[src/verilog/ball_display_cfg.svh]
`ifndef BALL_DISPLAY_CFG_SVH
`define BALL_DISPLAY_CFG_SVH

// **********************************************************************
// Reduced raster timing, in pixels per line
// **********************************************************************
`define H_ACTIVE 160
`define H_FRONT  8
`define H_SYNC   16
`define H_BACK   16
`define H_TOTAL  200

// Lines per frame.
`define V_ACTIVE 120
`define V_FRONT  2
`define V_SYNC   3
`define V_BACK   5
`define V_TOTAL  130

// **********************************************************************
// Sprite box
// **********************************************************************
`define BALL_SIZE 32 // Edge of the ROM bitmap.
`define BALL_HALF 16

`endif

[src/verilog/video_pkg.sv]
package video_pkg;

   // Pixel or line coordinate over the whole raster.
   typedef logic [10:0] coord_t;

   // 4:4:4 colour, red in the top nibble.
   typedef struct packed {
      logic [3:0] r;
      logic [3:0] g;
      logic [3:0] b;
   } rgb_t;

   localparam rgb_t RGB_BLACK = '{r: 4'h0, g: 4'h0, b: 4'h0};

endpackage

[src/verilog/wb_pkg.sv]
package wb_pkg;

   typedef logic [2:0]  wb_adr_t; // Word address.
   typedef logic [15:0] wb_dat_t;

   // Register map.
   typedef enum logic [2:0] {
      REG_BALL_X     = 3'd0, // Shadow, loads at frame start.
      REG_BALL_Y     = 3'd1, // Shadow, loads at frame start.
      REG_BALL_COLOR = 3'd2,
      REG_BG_COLOR   = 3'd3,
      REG_FRAME      = 3'd4  // Read only.
   } reg_addr_e;

   // Slave FSM.
   typedef enum logic {
      WB_IDLE = 1'b0,
      WB_ACK  = 1'b1
   } wb_state_e;

endpackage
[src/verilog/scan_if.sv]
`timescale 1ns/1ps

interface scan_if;

   video_pkg::coord_t h_count;
   video_pkg::coord_t v_count;
   logic              active;      // Inside the visible area.
   logic              hsync;       // Active low.
   logic              vsync;       // Active low.
   logic              frame_start; // First pixel of a frame.

   modport src (
      output h_count, v_count, active, hsync, vsync, frame_start
   );

   modport sink_pixel (
      input h_count, v_count
   );

   modport sink_out (
      input h_count, v_count, active, hsync, vsync, frame_start
   );

endinterface

[src/verilog/ball_display_top.sv]
`timescale 1ns/1ps

module ball_display_top (
   input  logic              clk,
   input  logic              rst_n,
   input  logic              wb_cyc,
   input  logic              wb_stb,
   input  logic              wb_we,
   input  wb_pkg::wb_adr_t   wb_adr,
   input  wb_pkg::wb_dat_t   wb_dat_w,
   output wb_pkg::wb_dat_t   wb_dat_r,
   output logic              wb_ack,
   output video_pkg::coord_t pix_x,
   output video_pkg::coord_t pix_y,
   output logic              de,
   output logic              hsync,
   output logic              vsync,
   output video_pkg::rgb_t   rgb
);

   video_pkg::coord_t ball_x;
   video_pkg::coord_t ball_y;
   video_pkg::rgb_t   ball_color;
   video_pkg::rgb_t   bg_color;
   logic              on_ball;

   scan_if scan ();

   scan_timing u_scan_timing (
      .clk   (clk),
      .rst_n (rst_n),
      .scan  (scan.src)
   );

   ball_regs u_ball_regs (
      .clk         (clk),
      .rst_n       (rst_n),
      .wb_cyc      (wb_cyc),
      .wb_stb      (wb_stb),
      .wb_we       (wb_we),
      .wb_adr      (wb_adr),
      .wb_dat_w    (wb_dat_w),
      .wb_dat_r    (wb_dat_r),
      .wb_ack      (wb_ack),
      .frame_start (scan.frame_start),
      .ball_x      (ball_x),
      .ball_y      (ball_y),
      .ball_color  (ball_color),
      .bg_color    (bg_color)
   );

   ball_pixel u_ball_pixel (
      .ball_x  (ball_x),
      .ball_y  (ball_y),
      .scan    (scan.sink_pixel),
      .on_ball (on_ball)
   );

   video_out u_video_out (
      .clk        (clk),
      .rst_n      (rst_n),
      .scan       (scan.sink_out),
      .on_ball    (on_ball),
      .ball_color (ball_color),
      .bg_color   (bg_color),
      .pix_x      (pix_x),
      .pix_y      (pix_y),
      .de         (de),
      .hsync      (hsync),
      .vsync      (vsync),
      .rgb        (rgb)
   );

endmodule

[src/verilog/ball_pixel.sv]
`timescale 1ns/1ps
`include "ball_display_cfg.svh"

module ball_pixel (
   input  video_pkg::coord_t ball_x,
   input  video_pkg::coord_t ball_y,
   scan_if.sink_pixel        scan,
   output logic              on_ball
);

   // Offsets into the sprite box, one bit wider than a coordinate.
   logic [11:0] dx;
   logic [11:0] dy;
   logic        in_box;
   logic [4:0]  col;
   logic [4:0]  row;
   logic [3:0]  rom_addr;
   logic [31:0] rom_word;

   // Wraps far outside the box, so the compare clips at the screen edges.
   assign dx = {1'b0, scan.h_count} - {1'b0, ball_x} + 12'(`BALL_HALF);
   assign dy = {1'b0, scan.v_count} - {1'b0, ball_y} + 12'(`BALL_HALF);

   assign in_box = (dx < 12'(`BALL_SIZE)) && (dy < 12'(`BALL_SIZE));

   assign col = dx[4:0];
   assign row = dy[4:0];

   // Lower half mirrors the upper half.
   assign rom_addr = row[4] ? ~row[3:0] : row[3:0];

   // **********************************************************************
   // Round bitmap, top half
   // **********************************************************************
   always_comb begin
      case (rom_addr)
         4'h0:    rom_word = 32'h000F_F000;
         4'h1:    rom_word = 32'h007F_FE00;
         4'h2:    rom_word = 32'h00FF_FF00;
         4'h3:    rom_word = 32'h03FF_FFC0;
         4'h4:    rom_word = 32'h07FF_FFE0;
         4'h5:    rom_word = 32'h0FFF_FFF0;
         4'h6:    rom_word = 32'h1FFF_FFF8;
         4'h7:    rom_word = 32'h1FFF_FFF8;
         4'h8:    rom_word = 32'h3FFF_FFFC;
         4'h9:    rom_word = 32'h7FFF_FFFE;
         4'hA:    rom_word = 32'h7FFF_FFFE;
         4'hB:    rom_word = 32'h7FFF_FFFE;
         default: rom_word = 32'hFFFF_FFFF; // Widest rows.
      endcase
   end

   assign on_ball = in_box && rom_word[col];

endmodule

[src/verilog/ball_regs.sv]
`timescale 1ns/1ps
`include "ball_display_cfg.svh"

module ball_regs (
   input  logic               clk,
   input  logic               rst_n,
   input  logic               wb_cyc,
   input  logic               wb_stb,
   input  logic               wb_we,
   input  wb_pkg::wb_adr_t    wb_adr,
   input  wb_pkg::wb_dat_t    wb_dat_w,
   output wb_pkg::wb_dat_t    wb_dat_r,
   output logic               wb_ack,
   input  logic               frame_start,
   output video_pkg::coord_t  ball_x,
   output video_pkg::coord_t  ball_y,
   output video_pkg::rgb_t    ball_color,
   output video_pkg::rgb_t    bg_color
);

   localparam video_pkg::coord_t X_HOME = video_pkg::coord_t'(`H_ACTIVE / 2);
   localparam video_pkg::coord_t Y_HOME = video_pkg::coord_t'(`V_ACTIVE / 2);

   wb_pkg::wb_state_e  state;
   video_pkg::coord_t  shadow_x;
   video_pkg::coord_t  shadow_y;
   wb_pkg::wb_dat_t    frame_cnt;
   wb_pkg::wb_dat_t    rd_data;
   wb_pkg::reg_addr_e  addr;
   logic               wr_en;

   assign addr  = wb_pkg::reg_addr_e'(wb_adr);
   assign wr_en = (state == wb_pkg::WB_ACK) && wb_we;

   // **********************************************************************
   // Bus FSM
   // **********************************************************************
   always_ff @(posedge clk) begin
      if (!rst_n) begin
         state  <= wb_pkg::WB_IDLE;
         wb_ack <= 1'b0;
      end else begin
         wb_ack <= 1'b0;
         case (state)
            wb_pkg::WB_IDLE: begin
               if (wb_cyc && wb_stb && !wb_ack) begin // Skip the ack cycle.
                  state <= wb_pkg::WB_ACK;
               end
            end
            default: begin
               state  <= wb_pkg::WB_IDLE;
               wb_ack <= 1'b1;
            end
         endcase
      end
   end

   always_comb begin
      case (addr)
         wb_pkg::REG_BALL_X:     rd_data = {5'd0, shadow_x};
         wb_pkg::REG_BALL_Y:     rd_data = {5'd0, shadow_y};
         wb_pkg::REG_BALL_COLOR: rd_data = {4'd0, ball_color};
         wb_pkg::REG_BG_COLOR:   rd_data = {4'd0, bg_color};
         wb_pkg::REG_FRAME:      rd_data = frame_cnt;
         default:                rd_data = '0; // Unmapped.
      endcase
   end

   always_ff @(posedge clk) begin
      if (state == wb_pkg::WB_ACK) begin
         wb_dat_r <= rd_data; // Valid with ack.
      end
   end

   // **********************************************************************
   // Registers
   // **********************************************************************
   always_ff @(posedge clk) begin
      if (!rst_n) begin
         shadow_x   <= X_HOME;
         shadow_y   <= Y_HOME;
         ball_x     <= X_HOME;
         ball_y     <= Y_HOME;
         ball_color <= video_pkg::RGB_BLACK;
         bg_color   <= video_pkg::RGB_BLACK;
         frame_cnt  <= '0;
      end else begin
         if (wr_en) begin
            case (addr)
               wb_pkg::REG_BALL_X:     shadow_x   <= wb_dat_w[10:0];
               wb_pkg::REG_BALL_Y:     shadow_y   <= wb_dat_w[10:0];
               wb_pkg::REG_BALL_COLOR: ball_color <= video_pkg::rgb_t'(wb_dat_w[11:0]);
               wb_pkg::REG_BG_COLOR:   bg_color   <= video_pkg::rgb_t'(wb_dat_w[11:0]);
               default: ;
            endcase
         end
         if (frame_start) begin
            ball_x    <= shadow_x; // Position fixed for the whole frame.
            ball_y    <= shadow_y;
            frame_cnt <= frame_cnt + 1'b1;
         end
      end
   end

endmodule

[src/verilog/scan_timing.sv]
`timescale 1ns/1ps
`include "ball_display_cfg.svh"

module scan_timing (
   input  logic clk,
   input  logic rst_n,
   scan_if.src  scan
);

   // **********************************************************************
   // Raster limits as coordinates
   // **********************************************************************
   localparam video_pkg::coord_t H_LAST =
      video_pkg::coord_t'(`H_TOTAL - 1);
   localparam video_pkg::coord_t V_LAST =
      video_pkg::coord_t'(`V_TOTAL - 1);
   localparam video_pkg::coord_t H_VIS =
      video_pkg::coord_t'(`H_ACTIVE);
   localparam video_pkg::coord_t V_VIS =
      video_pkg::coord_t'(`V_ACTIVE);
   localparam video_pkg::coord_t HS_FIRST =
      video_pkg::coord_t'(`H_ACTIVE + `H_FRONT);
   localparam video_pkg::coord_t HS_LAST =
      video_pkg::coord_t'(`H_ACTIVE + `H_FRONT + `H_SYNC - 1);
   localparam video_pkg::coord_t VS_FIRST =
      video_pkg::coord_t'(`V_ACTIVE + `V_FRONT);
   localparam video_pkg::coord_t VS_LAST =
      video_pkg::coord_t'(`V_ACTIVE + `V_FRONT + `V_SYNC - 1);

   video_pkg::coord_t h_cnt;
   video_pkg::coord_t v_cnt;
   logic              line_end;

   assign line_end = (h_cnt == H_LAST);

   always_ff @(posedge clk) begin
      if (!rst_n) begin
         h_cnt <= '0;
         v_cnt <= '0;
      end else begin
         if (line_end) begin
            h_cnt <= '0;
            if (v_cnt == V_LAST) begin
               v_cnt <= '0; // Wrap to the next frame.
            end else begin
               v_cnt <= v_cnt + 1'b1;
            end
         end else begin
            h_cnt <= h_cnt + 1'b1;
         end
      end
   end

   // **********************************************************************
   // Decoded timing
   // **********************************************************************
   assign scan.h_count     = h_cnt;
   assign scan.v_count     = v_cnt;
   assign scan.active      = (h_cnt < H_VIS) && (v_cnt < V_VIS);
   assign scan.hsync       = !((h_cnt >= HS_FIRST) && (h_cnt <= HS_LAST));
   assign scan.vsync       = !((v_cnt >= VS_FIRST) && (v_cnt <= VS_LAST));
   assign scan.frame_start = (h_cnt == '0) && (v_cnt == '0);

endmodule

[src/verilog/video_out.sv]
`timescale 1ns/1ps

module video_out (
   input  logic              clk,
   input  logic              rst_n,
   scan_if.sink_out          scan,
   input  logic              on_ball,
   input  video_pkg::rgb_t   ball_color,
   input  video_pkg::rgb_t   bg_color,
   output video_pkg::coord_t pix_x,
   output video_pkg::coord_t pix_y,
   output logic              de,
   output logic              hsync,
   output logic              vsync,
   output video_pkg::rgb_t   rgb
);

   video_pkg::rgb_t pix_color;

   always_comb begin
      if (!scan.active) begin
         pix_color = video_pkg::RGB_BLACK; // Blanking.
      end else if (on_ball) begin
         pix_color = ball_color;
      end else begin
         pix_color = bg_color;
      end
   end

   // **********************************************************************
   // Output register, one cycle behind the scan
   // **********************************************************************
   always_ff @(posedge clk) begin
      if (!rst_n) begin
         pix_x <= '0;
         pix_y <= '0;
         de    <= 1'b0;
         hsync <= 1'b1;
         vsync <= 1'b1;
         rgb   <= video_pkg::RGB_BLACK;
      end else begin
         pix_x <= scan.h_count;
         pix_y <= scan.v_count;
         de    <= scan.active;
         hsync <= scan.hsync;
         vsync <= scan.vsync;
         rgb   <= pix_color;
      end
   end

endmodule

[config.mk]
export PLATFORM = sky130hd
export DESIGN_NAME = ball_display_top
export DESIGN_NICKNAME = d
export VERILOG_FILES = /design/src/verilog/video_pkg.sv /design/src/verilog/wb_pkg.sv /design/src/verilog/scan_if.sv /design/src/verilog/ball_display_top.sv /design/src/verilog/ball_pixel.sv /design/src/verilog/ball_regs.sv /design/src/verilog/scan_timing.sv /design/src/verilog/video_out.sv
export VERILOG_INCLUDE_DIRS = /design/src /design/src/verilog
export SDC_FILE = /design/constraint.sdc
export NUM_CORES = 1
export LEC_CHECK = 0
export BUFFER_PORTS_ARGS = -buffer_cell sky130_fd_sc_hd__buf_2
export CORE_UTILIZATION = 54
export DETAILED_ROUTE_END_ITERATION = 8
export PLACE_DENSITY = 0.79
export SYNTH_ARGS = -nofsm -noshare
export SYNTH_HDL_FRONTEND = slang
export SYNTH_HIERARCHICAL = 1
export SYNTH_SLANG_ARGS = --single-unit
[constraint.sdc]
create_clock -name clk -period 5.3 [get_ports clk]
set_input_delay 1.06 -clock clk [delete_from_list [all_inputs] [get_ports clk]]
set_output_delay 1.06 -clock clk [all_outputs]
set_load 0.005 [all_outputs]
==> out/metrics.yaml, run 1 <==
design.core.area_sq_um: 14600
ant_nets: 0
yosysSeqAreaShare: 0.415
clockRootBuffer: "clkbuf_16"
critical_path_buf_inv_count: 4
reg2reg_depth: 17
drt_pass1_iterations: 8
p_int_w: 0.00201
crit_path_top_delay_cell: "or4_1"
clock-sinks: 161
pwr-share-comb: 0.071
arrival_ps: 4880
grt_pass1_wl_um: 30400
rsz0062_at_grt: "false"
fmax_ghz: 0.218
synth_flop_cell: "dfxtp_1"
n_fill_cell: 1189
chipHeight_um: 125
violations: "design-rule violations"
netlist_top_cells_area: "dfxtp_1, mux2i_1, ha_1, edfxtp_1, nor2_1"
grt_pass1_vias: 6148
relSlewSlack: 0.458
p_sw_w: 0.000633
cpMostUsedCell: "inv_1"
drc: 12
min_period_ps: 4590
syn_area_sq_um: 8140
clkPwrFrac: 0.455
die_w_um: 125
fin_setup_tns_ps: 0
startpoint_type: "register"
path_clk_slew_ps: 70
n_antenna_cell: 0
grt_usage: 0.244
synth_edf_count: 16
ios: 78
syn_to_final_growth_pct: 12.0
tightest_slew_ps: 811
cts_resized: 0
num_rows: 44
vias_per_cell: 5.89
drv_cap: 0
maxSlewViolCount: 0
post-cts-setup-buffer-count: 0
die_area_sq_um: 15600
portBuffers: 73
powerDensity_nw_per_um2: 290
initial_core_util: 0.556
path_cells: "inv_1 > ha_1 > inv_1 > ha_1 > inv_1 > fa_1 > nand2b_1 > a21oi_1 > xnor2_1 > or4_1 > or4_1 > a2111oi_2 > o2111ai_1 > nor4_4 > buf_4 > mux2i_1 > nor2_1"
async_flop_share: 0
syn_inst: 865
swShare: 0.239
place.gp.congestion: 0.866
wl_per_cell_um: 16.6
mostFrequentLayoutCells: "dfxtp_1, nor2_1, mux2i_1, buf_2, nand2_1"
cp.required_ps: 5590
postCtsHoldBufs: 0
fin_skew_ps: 9.67
fin_area_sq_um: 9120
holdCritPathClass: "register to register"
ir_drop_mv: 0.229
htreeDepth: 4
hpwl_um: 12600
hold_depth: 1
insertion_delay_ps: 420
antenna_found_initial: 0
grt_max_degree: 70
routed_wl_um: 18500
synth_nets: 939
p_seq_frac: 0.475
crit_family: "simple AND/OR/NAND/NOR gates"
synth_cell_type_count: 79
critPathMaxFanout: 12
placed_area_sq_um: 8550
cts_tree: "yes"
first_iter_violations: 569
finalHoldViolations: 0
final_common_cell: "dfxtp_1"
fin_nets: 995
cp.depth: 17
clock_path_buffers: 2
setup_violations: 0
cts_buffers: 17
critPathKind: "register to register"
p_leak_nw: 3.86
post-route-period-util: 0.867
cp_slowest_stage_delay_ps: 500
synth-seq-cells: 161
drive_above_1_share: 0.149
crit_path_end_kind: "register"
vias: 6576
grt_remaining_overflow: 0
status: "complete, but fails checks"
synth_top_cell_area_share: 0.356
yosysWarningCount: 6
avgSynthCellArea_sq_um: 9.41
synth_top_area_cell: "dfxtp_1"
-- registers in the layout (all words and copies together), names as in the netlist --
register	count
u_video_out/de	1
u_video_out/vsync	1
u_ball_regs/wb_ack	1
u_video_out/pix_x	11
u_ball_regs/ball_y	11
u_ball_regs/ball_x	11
u_scan_timing/scan.h_count	11
u_ball_regs/shadow_x	11
u_video_out/rgb	12
u_video_out/hsync	1
u_ball_regs/wb_dat_r	16
u_ball_regs/state	1
u_ball_regs/shadow_y	11
u_ball_regs/frame_cnt	16
u_scan_timing/scan.v_count	11
u_ball_regs/bg_color	12
u_ball_regs/ball_color	12
u_video_out/pix_y	11
-- metrics by stage --
step	utilization	cells	hold WS [ps]	total power [W]	setup slack (ps)
after global routing	0.623	1117	445	0.00273	439
final	0.623	1117	414	0.00264	706
after detailed placement	0.584	1086	409	0.00146	859
after floorplan	-	865	421	0.00142	1200
after CTS	0.623	1117	418	0.00265	742
after global placement	0.584	1086	402	0.00146	910
-- worst paths after layout --
kind                                                     from                  to  slack [ps]
worst max-delay path            u_scan_timing/scan.v_count[0]  u_video_out/rgb[9]         710
worst min-delay path                       u_ball_regs/wb_ack   u_ball_regs/state         410
worst max register to register  u_scan_timing/scan.v_count[0]  u_video_out/rgb[9]         710
worst min register to register             u_ball_regs/wb_ack   u_ball_regs/state         410
-- Yosys cell counts (all sizes together) (2+ instances only) --
| cell | count |
|---|---|
| mux2 | 11 |
| fa | 2 |
| a2111oi | 5 |
| nor4 | 6 |
| a22oi | 23 |
| and4 | 8 |
| or2b | 3 |
| buf | 19 |
| mux2i | 81 |
| a211oi | 4 |
| nor3 | 14 |
| o31ai | 2 |
| and3 | 13 |
| xnor2 | 16 |
| o21ai | 20 |
| nor2 | 101 |
| and2 | 27 |
| o21bai | 2 |
| nand3 | 21 |
| a31oi | 2 |
| or2 | 4 |
| clkbuf | 20 |
| a311oi | 2 |
| nand2b | 8 |
| a221oi | 2 |
| a32oi | 2 |
| and3b | 3 |
| o21a | 6 |
| ha | 48 |
| xor2 | 15 |
| dfxtp | 145 |
| nor3b | 4 |
| nand4 | 16 |
| a21o | 7 |
| o22ai | 13 |
| edfxtp | 16 |
| or4 | 5 |
| nand2 | 62 |
| or3 | 6 |
| a21oi | 36 |
| inv | 46 |
| nor2b | 2 |
-- kinds of logic (layout without fill, tap and decap cells) --
group,count (synthesis),count (layout),share of synthesized area
AO/OA/AOI/OAI,140,140,0.119
XOR/XNOR,31,31,0.0333
adder cells (fa/ha/maj),50,50,0.0787
buffers and inverters,87,155,0.0501
flip-flops,161,161,0.415
multiplexers,92,92,0.115
AND/OR/NAND/NOR,304,304,0.189
-- per-layer routing --
| layer | GRT usage | up-vias | routed length [um] | part of all wire |
|---|---|---|---|---|
| li1 | - | 3183 | - | - |
| met4 | 0.101 | 0 | 516 | 0.028 |
| met1 | 0.305 | 3108 | 8170 | 0.44 |
| met3 | 0.0391 | 47 | 886 | 0.048 |
| met2 | 0.417 | 238 | 8930 | 0.48 |
| met5 | 0 | - | 0 | 0 |
-- area by class of cell --
type                    instances  area, sq um  share of cell area
clock buffers                  20          437              0.0479
repair buffers                 77          395              0.0434
flip-flops and latches        161         3380               0.371
well taps                     184          230              0.0252
clock inverters                11          131              0.0144
multi-input cells             617         4370               0.479
inverters                      47          176              0.0193
-- power by group through the flow --
stage / clock (W) / sequential, W / combinational (W)
global route: 0.00126 / 0.00126 / 0.000205
detailed placement: 0 / 0.00128 / 0.000183
floorplan: 0 / 0.00128 / 0.000143
CTS: 0.00121 / 0.00126 / 0.000185
global placement: 0 / 0.00128 / 0.000182
finish: 0.00120 / 0.00126 / 0.000187
No activity file was read; power rests on OpenSTA's default activity.
==> run 2: changes to the inputs <==
Settings changed: CELL_PAD_IN_SITES_DETAIL_PLACEMENT set to 1, CELL_PAD_IN_SITES_GLOBAL_PLACEMENT set to 1, CORE_UTILIZATION 54 to 46, PLACE_DENSITY 0.79 to 0.85.
==> run 2 against run 1 <==
The run now ends clean. Sequential share of layout area is 0.091 points lower. Fmax is 0.97% higher. Combinational power is 5% higher. Via count is 2.5% higher. Setup slack better by 44 ps. Clock power is 3% lower. Design area is 0.25% higher. Critical path depth stayed put. Core utilization is 9.4 points lower. Sequential power hardly changed. First-iteration DRC count is 1.9% lower. Total power is 1.1% lower. Critical path type unchanged. Largest cell class unchanged. Largest power group unchanged. Highest routed layer unchanged.
==> out/metrics.yaml, run 2 (synthesis results as in run 1) <==
fin_nets: 994  # -0.10%
finalHoldViolations: 0  # unchanged
num_rows: 48  # +9.1%
ir_drop_mv: 0.225  # -1.5%
grt_usage: 0.256  # +0.0121
grt_pass1_wl_um: 36100  # +19%
grt_remaining_overflow: 0  # unchanged
clock_path_buffers: 2  # unchanged
portBuffers: 73  # unchanged
crit_family: "simple AND/OR/NAND/NOR gates"
syn_to_final_growth_pct: 12.3
place_ws_ps: 802  # -56.4 ps
insertion_delay_ps: 430  # about the same
layout_setup_ws_ps: 750  # +44.2 ps
crit_path_top_delay_cell: "or4_1"
clock-sinks: 161  # unchanged
arrival_ps: 4830  # -50 ps
maxSlewViolCount: 0  # unchanged
drv_cap: 0  # unchanged
mostFrequentLayoutCells: "dfxtp_1, nor2_1, mux2i_1, buf_2, nand2_1"
drt_pass1_iterations: 5  # -3
place.gp.congestion: 0.858  # -0.91%
rsz0062_at_grt: "false"
cp_slowest_stage_delay_ps: 500  # about the same
min_period_ps: 4550  # -44.2 ps
die_w_um: 135  # +8.2%
cts_tree: "yes"
post-cts-setup-buffer-count: 0  # unchanged
reg2reg_to: "u_video_out/rgb[10]"
vias: 6742  # +2.5%
fmax_ghz: 0.220  # +0.97%
ios: 78  # unchanged
cts_buffers: 17  # unchanged
relSlewSlack: 0.256  # -0.202
power.total_w: 0.00262  # -1.1%
crit_path_end_kind: "register"
powerDensity_nw_per_um2: 286  # -1.3%
fin_skew_ps: 19.8  # +10.1 ps
grt_max_degree: 70  # unchanged
routed_wl_um: 22800  # +23%
wl_per_cell_um: 19.7  # +19%
initial_core_util: 0.471  # -0.0853
placedCellCount: 1126  # +3.7%
holdCritPathClass: "register to register"
first_iter_violations: 558  # -1.9%
clockRootBuffer: "clkbuf_16"
status: "finished, final reports clean"
n_antenna_cell: 0  # unchanged
r2r_slack_ps: 750  # +40 ps
design.core.area_sq_um: 17300  # +18%
vias_per_cell: 5.82  # -1.1%
critPathKind: "register to register"
drive_above_1_share: 0.151  # +0.00214
chipHeight_um: 135  # +8.2%
tightest_slew_ps: 1110  # +296 ps
drc: 0  # -12
cpMostUsedCell: "inv_1"
antenna_found_initial: 0  # unchanged
critPathMaxFanout: 12  # unchanged
cp.required_ps: 5580  # about the same
hp-start: "u_ball_regs/wb_ack"
r2r_start: "u_scan_timing/scan.v_count[0]"
critical_path_buf_inv_count: 4  # unchanged
hold_depth: 1  # unchanged
path_clk_slew_ps: 70  # about the same
fin_setup_tns_ps: 0  # unchanged
post-route-period-util: 0.859  # -0.00834
reg_top3: "u_ball_regs/frame_cnt x16, u_ball_regs/wb_dat_r x16"
htreeDepth: 4  # unchanged
setup_violations: 0  # unchanged
n_fill_cell: 2016  # +70%
final_common_cell: "dfxtp_1"
cts_resized: 0  # unchanged
whs_endpoint: "u_ball_regs/state"
stdcell_count: 1158  # +3.7%
die_area_sq_um: 18200  # +17%
postCtsHoldBufs: 0  # unchanged
grt_pass1_vias: 6718  # +9.3%
startpoint_type: "register"
ant_nets: 0  # unchanged
p_leak_nw: 3.84  # -0.35%
reg2reg_depth: 17  # unchanged
hpwl_um: 15700  # +25%
path_cells: "inv_1 > ha_1 > inv_1 > ha_1 > inv_1 > fa_1 > nand2b_1 > a21oi_1 > xnor2_1 > or4_1 > or4_1 > a2111oi_2 > o2111ai_1 > nor4_4 > buf_4 > mux2i_1 > nor2_1"
==> run 2: worst max path at each step <==
stage | from | to | slack, ps | cells after the start
2_1_floorplan | u_scan_timing/scan.v_count[0] | u_video_out/rgb[11] | 1200 | 17
3_3_place_gp | u_scan_timing/scan.v_count[0] | u_video_out/rgb[0] | 890 | 17
3_5_place_dp | u_scan_timing/scan.v_count[0] | u_video_out/rgb[10] | 800 | 17
4_1_cts | u_scan_timing/scan.v_count[0] | u_video_out/rgb[10] | 760 | 17
5_1_grt | u_scan_timing/scan.v_count[0] | u_video_out/rgb[10] | 370 | 17
6_report | u_scan_timing/scan.v_count[0] | u_video_out/rgb[10] | 750 | 17
==> run 2: worst reg2reg max path: stages, from the launching register on <==
cell,delay [ps]
dfxtp_1,480
inv_1,120
ha_1,190
inv_1,50
ha_1,200
inv_1,70
fa_1,420
nand2b_1,190
a21oi_1,170
xnor2_1,90
or4_1,450
or4_1,500
a2111oi_2,340
o2111ai_1,220
nor4_4,280
buf_4,320
mux2i_1,250
nor2_1,80
==> run 2: through the flow <==
| stage | utilization | hold WS, ps | instance area [sq um] |
|---|---|---|---|
| after floorplan | - | 421 | 8140 |
| after global placement | 0.497 | 400 | 8600 |
| after detailed placement | 0.497 | 468 | 8600 |
| after CTS | 0.529 | 484 | 9140 |
| after global routing | 0.529 | 494 | 9140 |
| final | 0.529 | 478 | 9140 |
==> run 2: final cells by class <==
class                           instances  area [sq um]  area share
Tap cell                              225           282      0.0308
Sequential cell                       161          3380       0.370
Clock buffer                           19           443      0.0484
Multi-Input combinational cell        617          4370       0.478
Inverter                               47           176      0.0193
Clock inverter                         13           104      0.0114
Timing Repair Buffer                   76           388      0.0424
==> run 2: report_power, final <==
| group | internal [W] | switching [W] |
|---|---|---|
| Combinational | 0.0000723 | 0.000123 |
| Sequential | 0.00124 | 0.0000156 |
| Clock | 0.000621 | 0.000543 |
| Total | 0.00193 | 0.000682 |
==> run 2: layer usage <==
layer	routed length (um)	vias up	track usage
li1	-	3174	-
met1	9980	3350	0.315
met2	11300	172	0.438
met3	779	46	0.0398
met4	759	0	0.120
met5	0	-	0
==> run 3: changes to the inputs <==
Settings changed: ABC_AREA set to 1, CORE_UTILIZATION 46 to 43, PLACE_DENSITY 0.85 to 0.84.
==> run 3 against run 2 <==
Synthesized cell count grew 36%. Flip-flop and latch count is the same. Clock power grew 4%. Via count grew 17%. Core utilization shrank 2.7 points. Die area grew 11%. Routed wire length grew 11%. Non-clock buffer count grew 1. Fmax grew 26%. Count of clock-buffer cells in the layout shrank 1. Critical endpoint unchanged. Largest power group unchanged. Highest routed layer unchanged.
==> out/metrics.yaml, run 3 <==
grt_pass1_wl_um: 41100  # +14%
maxSlewViolCount: 0  # unchanged
synth_nets: 1251  # +33%
status: "finished, final reports clean"
crit_path_top_delay_cell: "dfxtp_1"
avgSynthCellArea_sq_um: 7.16  # -24%
p_seq_frac: 0.437  # -0.043
p_leak_nw: 4.50  # +17%
p_int_w: 0.00207  # +7.0%
yosysWarningCount: 6  # unchanged
arrival_ps: 3950  # -880 ps
chipHeight_um: 142  # +5.1%
wl_per_cell_um: 16.7  # -15%
grt_remaining_overflow: 0  # unchanged
final_common_cell: "nand2_1"
p_sw_w: 0.000867  # +27%
async_flop_share: 0  # unchanged
cts_buffers: 17  # unchanged
n_antenna_cell: 0  # unchanged
fin_skew_ps: 11.7  # -8.10 ps
critPathMaxFanout: 24  # +12
syn_to_final_growth_pct: 12.8
post-cts-setup-buffer-count: 0  # unchanged
grt_max_degree: 85  # +21%
tightest_slew_ps: 886  # -221 ps
powerDensity_nw_per_um2: 309  # +8.0%
die_w_um: 142  # +5.1%
num_rows: 50  # +4.2%
postCtsHoldBufs: 0  # unchanged
cp.required_ps: 5660  # +80 ps
portBuffers: 73  # unchanged
syn_inst: 1177  # +36%
layout_setup_ws_ps: 1700  # +952 ps
drt_pass1_iterations: 5  # unchanged
htreeDepth: 4  # unchanged
crit_path_end_kind: "register"
finalHoldViolations: 0  # unchanged
cpMostUsedCell: "nand2_1"
path_cells: "inv_1 > ha_1 > inv_1 > ha_1 > inv_1 > fa_1 > xnor2_1 > inv_1 > nand3_1 > nand2_1 > nand2_1 > nand3_1 > nand2_1 > nand3_1 > nand2_1 > nand3_1 > nor3_2 > buf_4 > inv_1 > nand2_1 > nand2_1 > nor2_1"
cts_tree: "yes"
grt_pass1_vias: 8145  # +21%
drv_cap: 0  # unchanged
place.gp.congestion: 0.862  # +0.45%
ios: 78  # unchanged
setup_violations: 0  # unchanged
mostFrequentLayoutCells: "nand2_1, nor2_1, inv_1, dfxtp_1, nand3_1"
grt_usage: 0.262  # +0.00607
antenna_found_initial: 0  # unchanged
ys_top_cells_by_count: "nand2_1, nor2_1, inv_1, dfxtp_1, nand3_1"
hpwl_um: 18000  # +15%
placedCellCount: 1480  # +31%
ant_nets: 0  # unchanged
syn_area_sq_um: 8430  # +3.5%
fmax_ghz: 0.278  # +26%
drive_above_1_share: 0.130  # -0.0209
fin_setup_tns_ps: 0  # unchanged
rsz0062_at_grt: "false"
startpoint_type: "register"
synth.most_common_cell: "nand2_1"
reg_top3: "u_ball_regs/frame_cnt x16, u_ball_regs/wb_dat_r x16"
synth_edf_count: 16  # unchanged
first_iter_violations: 450  # -19%
design.core.area_sq_um: 19000  # +9.6%
synth-seq-cells: 161  # unchanged
stdcell_count: 1512  # +31%
r2r_slack_ps: 1700  # +950 ps
cts_resized: 0  # unchanged
synth_cell_type_count: 40  # -49%
clock_path_buffers: 2  # unchanged
initial_core_util: 0.445  # -0.0262
vias_per_cell: 5.22  # -10%
yosysSeqAreaShare: 0.401  # -0.0140
routed_wl_um: 25200  # +11%
swShare: 0.295  # +0.0347
synth_flop_cell: "dfxtp_1"
holdCritPathClass: "register to register"
netlist_top_cells_area: "dfxtp_1, nand2_1, nor2_1, ha_1, inv_1"
cp_slowest_stage_delay_ps: 520  # +20 ps
relSlewSlack: 0.406  # +0.150
insertion_delay_ps: 430  # about the same
fin_nets: 1313  # +32%
min_period_ps: 3600  # -952 ps
synth_top_cell_area_share: 0.344  # -0.0120
critPathKind: "register to register"
place_ws_ps: 1800  # +998 ps
clock-sinks: 161  # unchanged
post-route-period-util: 0.679  # -0.180
vias: 7894  # +17%
ir_drop_mv: 0.248  # +10%
pwr-share-comb: 0.152  # +0.077
path_clk_slew_ps: 70  # about the same
die_area_sq_um: 20200  # +11%
clockRootBuffer: "clkbuf_16"
drc: 0  # unchanged
clkPwrFrac: 0.412  # -0.033
synth_top_area_cell: "dfxtp_1"
## run 3: layout make-up
cell class	instances	area [sq um]
timing repair buffer	77	398
multi-input combinational	817	4200
inverter	165	624
clock inverter	14	143
sequential	161	3380
fill	2456	9450
tap	260	325
clock buffer	18	429
## run 3: critical path: cells and delay by family, from the launching register on
kind                       cells  cell delay, ps
DFF                            1             520
adders and majority gates      3             760
buffers and inverters          6             770
xor gates and xnor gates       1             310
and+or+nand+nor               12            1160
## run 3: cell families (layout without fill, tap and decap cells)
kind of cell | Yosys count | after routing | share of synthesized area
flops | 161 | 161 | 0.401
simple gates | 599 | 599 | 0.311
compound gates | 149 | 149 | 0.0909
xor+xnor | 19 | 19 | 0.0197
fa+ha+maj | 50 | 50 | 0.0760
buf+inv | 199 | 274 | 0.101
## run 3: metrics by stage
stage	total power, W	instance area, sq um	utilization	hold slack, ps
2_1_floorplan	0.00163	8430	-	421
3_3_place_gp	0.00173	8930	0.471	407
3_5_place_dp	0.00175	8930	0.471	410
4_1_cts	0.00296	9500	0.501	425
5_1_grt	0.00307	9500	0.501	468
6_report	0.00294	9500	0.501	421
## run 3: power groups by stage
stage / logic (W) / clock network, W / registers [W]
after floorplan: 0.000323 / 0 / 0.00130
after global placement: 0.000418 / 0 / 0.00131
after detailed placement: 0.000436 / 0 / 0.00131
after CTS: 0.000446 / 0.00123 / 0.00128
after global routing: 0.000502 / 0.00128 / 0.00129
final: 0.000445 / 0.00121 / 0.00128
## run 3: routing by layer
layer  up-vias  track usage  part of all wire
li1       3855            -                 -
met1      3840        0.340              0.46
met2       159        0.438              0.48
met3        40       0.0448             0.041
met4         0       0.0945             0.023
met5         -            0                 0
## run 3: path summary, 6_finish.rpt
path / from / to / cells after the start
setup reg to reg: u_scan_timing/scan.v_count[0] / u_video_out/rgb[10] / 22
hold / removal: u_ball_regs/wb_ack / u_ball_regs/state / 1
setup / recovery: u_scan_timing/scan.v_count[0] / u_video_out/rgb[10] / 22
hold reg to reg: u_ball_regs/wb_ack / u_ball_regs/state / 1
